<file path="config.mk">
export PLATFORM = sky130hd
export DESIGN_NAME = obi_xbar_varlat
export DESIGN_NICKNAME = d
export VERILOG_FILES = /design/src/common/obi_xbar_pkg.sv /design/src/source/obi_rr_arbiter.sv /design/src/xbar/obi_xbar_varlat.sv
export SDC_FILE = /design/constraint.sdc
export NUM_CORES = 1
export LEC_CHECK = 0
export BUFFER_PORTS_ARGS = -buffer_cell sky130_fd_sc_hd__buf_2
export CAP_MARGIN = 10
export CORE_AREA = 8 8 235 237
export CTS_CLUSTER_SIZE = 24
export DETAILED_ROUTE_END_ITERATION = 10
export DIE_AREA = 0 0 243 245
export SYNTH_ARGS = -nofsm -noshare
export SYNTH_HDL_FRONTEND = slang
export SYNTH_HIERARCHICAL = 1
export SYNTH_SLANG_ARGS = --single-unit
</file>
<file path="constraint.sdc">
create_clock -name clk_i -period 4.8 [get_ports clk_i]
set_input_delay 0.24 -clock clk_i [delete_from_list [all_inputs] [get_ports clk_i]]
set_output_delay 0.24 -clock clk_i [all_outputs]
set_load 0.02 [all_outputs]
</file>
<file path="src/common/obi_xbar_pkg.sv">
package obi_xbar_pkg;

  // ----------------------------------------------------------------------
  // Bus geometry
  // ----------------------------------------------------------------------
  // Masters sharing the single slave
  localparam int NumMasters = 5;

  // OBI address and data widths
  localparam int AddrWidth = 32;
  localparam int DataWidth = 32;
  // One enable per data byte
  localparam int BeWidth = DataWidth / 8;

  // Request word layout, msb first: we, be, addr, wdata
  localparam int ReqWordWidth = 1 + BeWidth + AddrWidth + DataWidth;

  // Index of a master
  localparam int MasterIdWidth = $clog2(NumMasters);

  // ----------------------------------------------------------------------
  // Crossbar and slave sizing
  // ----------------------------------------------------------------------
  // Owner queue depth, i.e. transfers in flight
  localparam int MaxOutstanding = 4;

  // SRAM depth in words
  localparam int MemWords = 256;
  // Slowest slave answer, in cycles after the grant
  localparam int MaxReadLatency = 3;

endpackage

</file>
<file path="src/source/obi_rr_arbiter.sv">
module obi_rr_arbiter
  import obi_xbar_pkg::*;
(
  input  logic                     clk_i,
  input  logic                     rst_i,
  input  logic [NumMasters-1:0]    req_i,
  input  logic                     advance_i,
  output logic [NumMasters-1:0]    grant_o,
  output logic [MasterIdWidth-1:0] grant_idx_o
);

  // Highest priority master this cycle
  logic [MasterIdWidth-1:0] ptr_q;

  // ----------------------------------------------------------------------
  // Winner search
  // ----------------------------------------------------------------------
  // Scan from the pointer upward and wrap at NumMasters
  always_comb begin
    int  idx;
    logic found;
    grant_o     = '0;
    grant_idx_o = '0;
    found       = 1'b0;
    for (int off = 0; off < NumMasters; off++) begin
      idx = int'(ptr_q) + off;
      if (idx >= NumMasters) begin
        idx = idx - NumMasters;
      end
      // First requester wins, later ones ignored
      if (!found && req_i[idx]) begin
        found        = 1'b1;
        grant_o[idx] = 1'b1;
        grant_idx_o  = MasterIdWidth'(idx);
      end
    end
  end

  // ----------------------------------------------------------------------
  // Priority pointer
  // ----------------------------------------------------------------------
  // Moves only on a completed transfer, to one past the winner
  always_ff @(posedge clk_i) begin
    if (rst_i) begin
      ptr_q <= '0;
    end else if (advance_i) begin
      if (int'(grant_idx_o) == NumMasters - 1) begin
        ptr_q <= '0;
      end else begin
        ptr_q <= grant_idx_o + 1'b1;
      end
    end
  end

endmodule

</file>
<file path="src/xbar/obi_xbar_varlat.sv">
module obi_xbar_varlat
  import obi_xbar_pkg::*;
(
  input  logic                                   clk_i,
  input  logic                                   rst_i,

  // Master side, one lane per master
  input  logic [NumMasters-1:0]                  req_i,
  input  logic [NumMasters-1:0][ReqWordWidth-1:0] req_word_i,
  output logic [NumMasters-1:0]                  gnt_o,
  output logic [NumMasters-1:0]                  rvalid_o,
  output logic [NumMasters-1:0][DataWidth-1:0]   rdata_o,

  // Slave side
  output logic                                   slv_req_o,
  output logic [ReqWordWidth-1:0]                slv_req_word_o,
  input  logic                                   slv_gnt_i,
  input  logic                                   slv_rvalid_i,
  input  logic [DataWidth-1:0]                   slv_rdata_i
);

  // Arbiter outputs
  logic [NumMasters-1:0]    win_onehot;
  logic [MasterIdWidth-1:0] win_idx;

  // Owner queue, one entry per outstanding transfer
  logic [MasterIdWidth-1:0]              owner_q [MaxOutstanding];
  logic [$clog2(MaxOutstanding)-1:0]     wr_ptr_q;
  logic [$clog2(MaxOutstanding)-1:0]     rd_ptr_q;
  logic [$clog2(MaxOutstanding+1)-1:0]   count_q;
  logic                                  full;
  logic                                  push;
  logic                                  pop;
  logic [MasterIdWidth-1:0]              owner_head;

  // ----------------------------------------------------------------------
  // Request path
  // ----------------------------------------------------------------------
  obi_rr_arbiter u_arbiter (
    .clk_i      (clk_i),
    .rst_i      (rst_i),
    .req_i      (req_i),
    .advance_i  (push),
    .grant_o    (win_onehot),
    .grant_idx_o(win_idx)
  );

  // No new transfer while every owner slot is taken
  assign full           = (int'(count_q) == MaxOutstanding);
  assign slv_req_o      = (|req_i) && !full;
  assign slv_req_word_o = req_word_i[win_idx];

  // Slave grant goes back to the winner alone, same cycle
  assign gnt_o = win_onehot & {NumMasters{slv_gnt_i && !full}};

  // Transfer on slave side, response retires the oldest entry
  assign push = slv_req_o && slv_gnt_i;
  assign pop  = slv_rvalid_i;

  // ----------------------------------------------------------------------
  // Owner queue
  // ----------------------------------------------------------------------
  always_ff @(posedge clk_i) begin
    if (push) begin
      owner_q[wr_ptr_q] <= win_idx;
    end
  end

  always_ff @(posedge clk_i) begin
    if (rst_i) begin
      wr_ptr_q <= '0;
      rd_ptr_q <= '0;
      count_q  <= '0;
    end else begin
      if (push) begin
        if (int'(wr_ptr_q) == MaxOutstanding - 1) begin
          wr_ptr_q <= '0;
        end else begin
          wr_ptr_q <= wr_ptr_q + 1'b1;
        end
      end
      if (pop) begin
        if (int'(rd_ptr_q) == MaxOutstanding - 1) begin
          rd_ptr_q <= '0;
        end else begin
          rd_ptr_q <= rd_ptr_q + 1'b1;
        end
      end
      // Occupancy, push and pop may coincide
      case ({push, pop})
        2'b10:   count_q <= count_q + 1'b1;
        2'b01:   count_q <= count_q - 1'b1;
        default: count_q <= count_q;
      endcase
    end
  end

  // ----------------------------------------------------------------------
  // Response steering
  // ----------------------------------------------------------------------
  // Slave answers in order, so the head names the owner
  assign owner_head = owner_q[rd_ptr_q];

  for (genvar k = 0; k < NumMasters; k++) begin : g_rsp
    assign rvalid_o[k] = slv_rvalid_i && (owner_head == MasterIdWidth'(k));
    // Other lanes see zero data
    assign rdata_o[k]  = rvalid_o[k] ? slv_rdata_i : '0;
  end

endmodule

</file>
==> impl_metrics.py <==
metrics = {
    "min_path": {
        "min_path_type": "in2reg",
        "whs_path_depth": 2,
        "worstHoldStart": "rst_i",
        "hold_end": "count_q[1]",
    },
    "floorplan": {
        "ioPinCount": 626,
        "dieHeight_um": 245,
        "dieArea_um2": 59500,
        "rows": 84,
        "initial_utilization_pct": 12.3,
        "dieWidth_um": 243,
        "design.core.area_um2": 51700,
    },
    "clock_network": {
        "clk_pin_slew_ns": 0.07,
        "hold_buffers": 0,
        "cts_tree": "yes",
        "cts_sinks": 24,
        "htreeDepth": 1,
        "cts.path.max_buffers": 2,
        "cts-buffers-inserted": 3,
        "clk_latency_ns": 0.26,
        "root_buffer": "clkbuf_16",
    },
    "placed_design": {
        "dpl.cell_count": 2193,
        "io_buffer_count": 625,
        "dp_hpwl_um": 38300,
        "gp_congestion": 0.941,
        "post-place-ws_ns": 0.0456,
    },
    "synth": {
        "synth-seq-cells": 24,
        "synth_top_area_share_pct": 23.8,
        "synth.avg_cell_area_um2": 7.28,
        "netlist_top_cells_area": "mux2i_1 (24%), a2bb2oi_1 (9.5%), nor3_1 (8.4%)",
        "synthArstFlopShare_pct": 0,
        "yosys.area.top_type": "mux2i_1",
        "netlist-cell-type-count": 77,
        "yosys_warnings": 6,
        "syn-cell-area_um2": 6350,
        "synth_flop_cell": "edfxtp_1",
        "seq_area_frac_synth_pct": 9.46,
        "synth-edff-count": 12,
        "synthesis.nets": 1281,
        "synth_cells": 873,
    },
    "flow_run": {
        "cap_violations": 0,
    },
    "final_layout": {
        "final_cell_mix": "buf_2 (624), mux2i_1 (147), nor3_1 (106)",
        "stdcell_count": 2211,
        "layout-area-overhead-vs-synth_pct": 80.0,
        "ff_latch_area_um2": 602,
        "drive_above_1_share_pct": 54.0,
        "final_nets": 1930,
        "final_common_cell": "buf_2",
        "n_fill_cell": 5876,
        "multi_input_area_um2": 5650,
    },
    "timing": {
        "min_period_over_period_pct": 96.3,
        "finClkSkew_ns": 0.00767,
        "finalCriticalPeriod_ns": 4.62,
        "setup_viol": 0,
        "relSlewSlack_pct": 32.9,
        "slew_viol_final": 0,
        "setup-tns-final_ns": 0,
        "hold_violations": 0,
        "fin_ws_ns": 0.179,
        "worst_slew_pin_slew_ns": 1.01,
        "fmax_mhz": 216,
    },
    "global_routing": {
        "grt_max_degree": 55,
        "grt_pass1_wl_um": 62200,
        "antenna_found_initial": 6,
        "track_usage_pct": 13.4,
        "grt_pass1_vias": 9804,
        "grt-ovfl-total": 0,
    },
    "setup_path": {
        "r2r_slack_ns": 0.67,
        "critPathArrivalTime_ns": 4.38,
        "cp_max_fo": 12,
        "required_ns": 4.56,
        "start_kind": "flip-flop",
        "r2r_cells": 15,
        "rr_startpoint": "u_arbiter/ptr_q[1]",
        "crit_type": "reg2out",
        "crit_path_end_kind": "output port",
        "r2r-end": "u_arbiter/ptr_q[2]",
    },
    "detailed_routing": {
        "drc": 0,
        "drt_iter0_markers": 650,
        "drt-pass1-iter-count": 5,
        "routedWlPerCell_um": 20.3,
        "viasPerCell": 4.41,
        "wl_met2_um": 21800,
        "met3_length_um": 3810,
        "vias": 9741,
        "highest_layer": "met5",
        "drt-total-wl_um": 45000,
        "wl_met1_um": 17700,
        "detail-route-antenna-nets": 0,
    },
    "status": {
        "outcome": "completed",
    },
}
[layer usage]
metal  track usage [%]  vias up
met5                 0        -
met4              4.87        6
met1              15.4     4444
li1                  -     4618
met3              3.90       66
met2              23.4      607
[flip-flops by register name (all words and copies together), names as in the netlist, named ones only]
register / flops
wr_ptr_q: 2
u_arbiter/ptr_q: 3
owner_q: 12
rd_ptr_q: 2
count_q: 3
[through the flow]
step	area (um2)	hold slack [ns]	utilization [%]
after global placement	11000	0.475	21.3
final	11400	0.335	22.1
after CTS	11200	0.339	21.7
after global routing	11400	0.341	22.1
after detailed placement	11000	0.480	21.3
after floorplan	6560	0.308	-
[how the worst max path moves through the flow]
| stage | start | endpoint | slack, ns | cells past startpoint |
|---|---|---|---|---|
| detailed placement | u_arbiter/ptr_q[1] | slv_req_word_o[2] | 0.05 | 17 |
| global route | u_arbiter/ptr_q[0] | slv_req_word_o[46] | -0.01 | 16 |
| floorplan | u_arbiter/ptr_q[0] | slv_req_word_o[37] | -0.009 | 20 |
| CTS | u_arbiter/ptr_q[1] | slv_req_word_o[16] | 0.002 | 17 |
| finish | u_arbiter/ptr_q[1] | slv_req_word_o[46] | 0.18 | 17 |
| global placement | u_arbiter/ptr_q[1] | slv_req_word_o[2] | 0.02 | 17 |
[Yosys cell counts (4+ instances only)]
library cell / n
nor4_1: 7
mux2i_1: 151
a21oi_1: 21
and2_1: 11
o22ai_1: 70
dfxtp_1: 12
nor2_1: 99
nand2b_1: 9
mux2_2: 7
nand3_1: 8
ha_1: 20
or3_1: 5
buf_2: 23
inv_1: 18
xor2_1: 4
buf_1: 8
edfxtp_1: 12
nand2_1: 51
clkbuf_1: 53
o21ai_0: 17
nor3_1: 106
a2bb2oi_1: 69
[critical path: stages (launching register included)]
cell and delay, ns:
dfxtp_1 0.35, inv_2 0.09, buf_4 0.16, ha_1 0.31
a211oi_4 0.24, mux2i_2 0.30, mux2_4 0.33, mux2_4 0.27
a21o_4 0.25, or4_4 0.53, nand2_8 0.12, buf_12 0.14
buf_12 0.14, buf_12 0.15, mux2i_1 0.24, a2bb2oi_1 0.20
o22ai_2 0.10, buf_2 0.17
[timing repair]
action | CTS | global route
gates resized for setup | 7 | 22
cloned | 0 | 3
pin swaps | 1 | 2
setup endpoints to repair | 24 | 69
hold endpoints to repair | 0 | 0
buffers inserted | 7 | 2
[cells by family (layout without fill, tap and decap cells)]
logic type	count (synthesis)	in the layout	synth area share, %
compound gates	230	230	27.0
other cells	0	2	0
buf+inv	108	755	7.37
fa+ha+maj	22	22	4.57
xor+xnor	6	6	0.827
mux	164	164	27.0
flops	24	24	9.46
simple gates	319	320	23.7
[area by class of cell]
type | instances | share of cell area [%]
repair buffers | 733 | 36.2
clock inverters | 1 | 0.263
clock buffers | 3 | 0.657
multi-input cells | 742 | 49.4
well taps | 688 | 7.53
diodes | 2 | 0.0438
inverters | 18 | 0.591
flip-flops and latches | 24 | 5.26
Power is not shown: default switching activity piles up to over one toggle a cycle in this logic, so the estimate is an artifact.
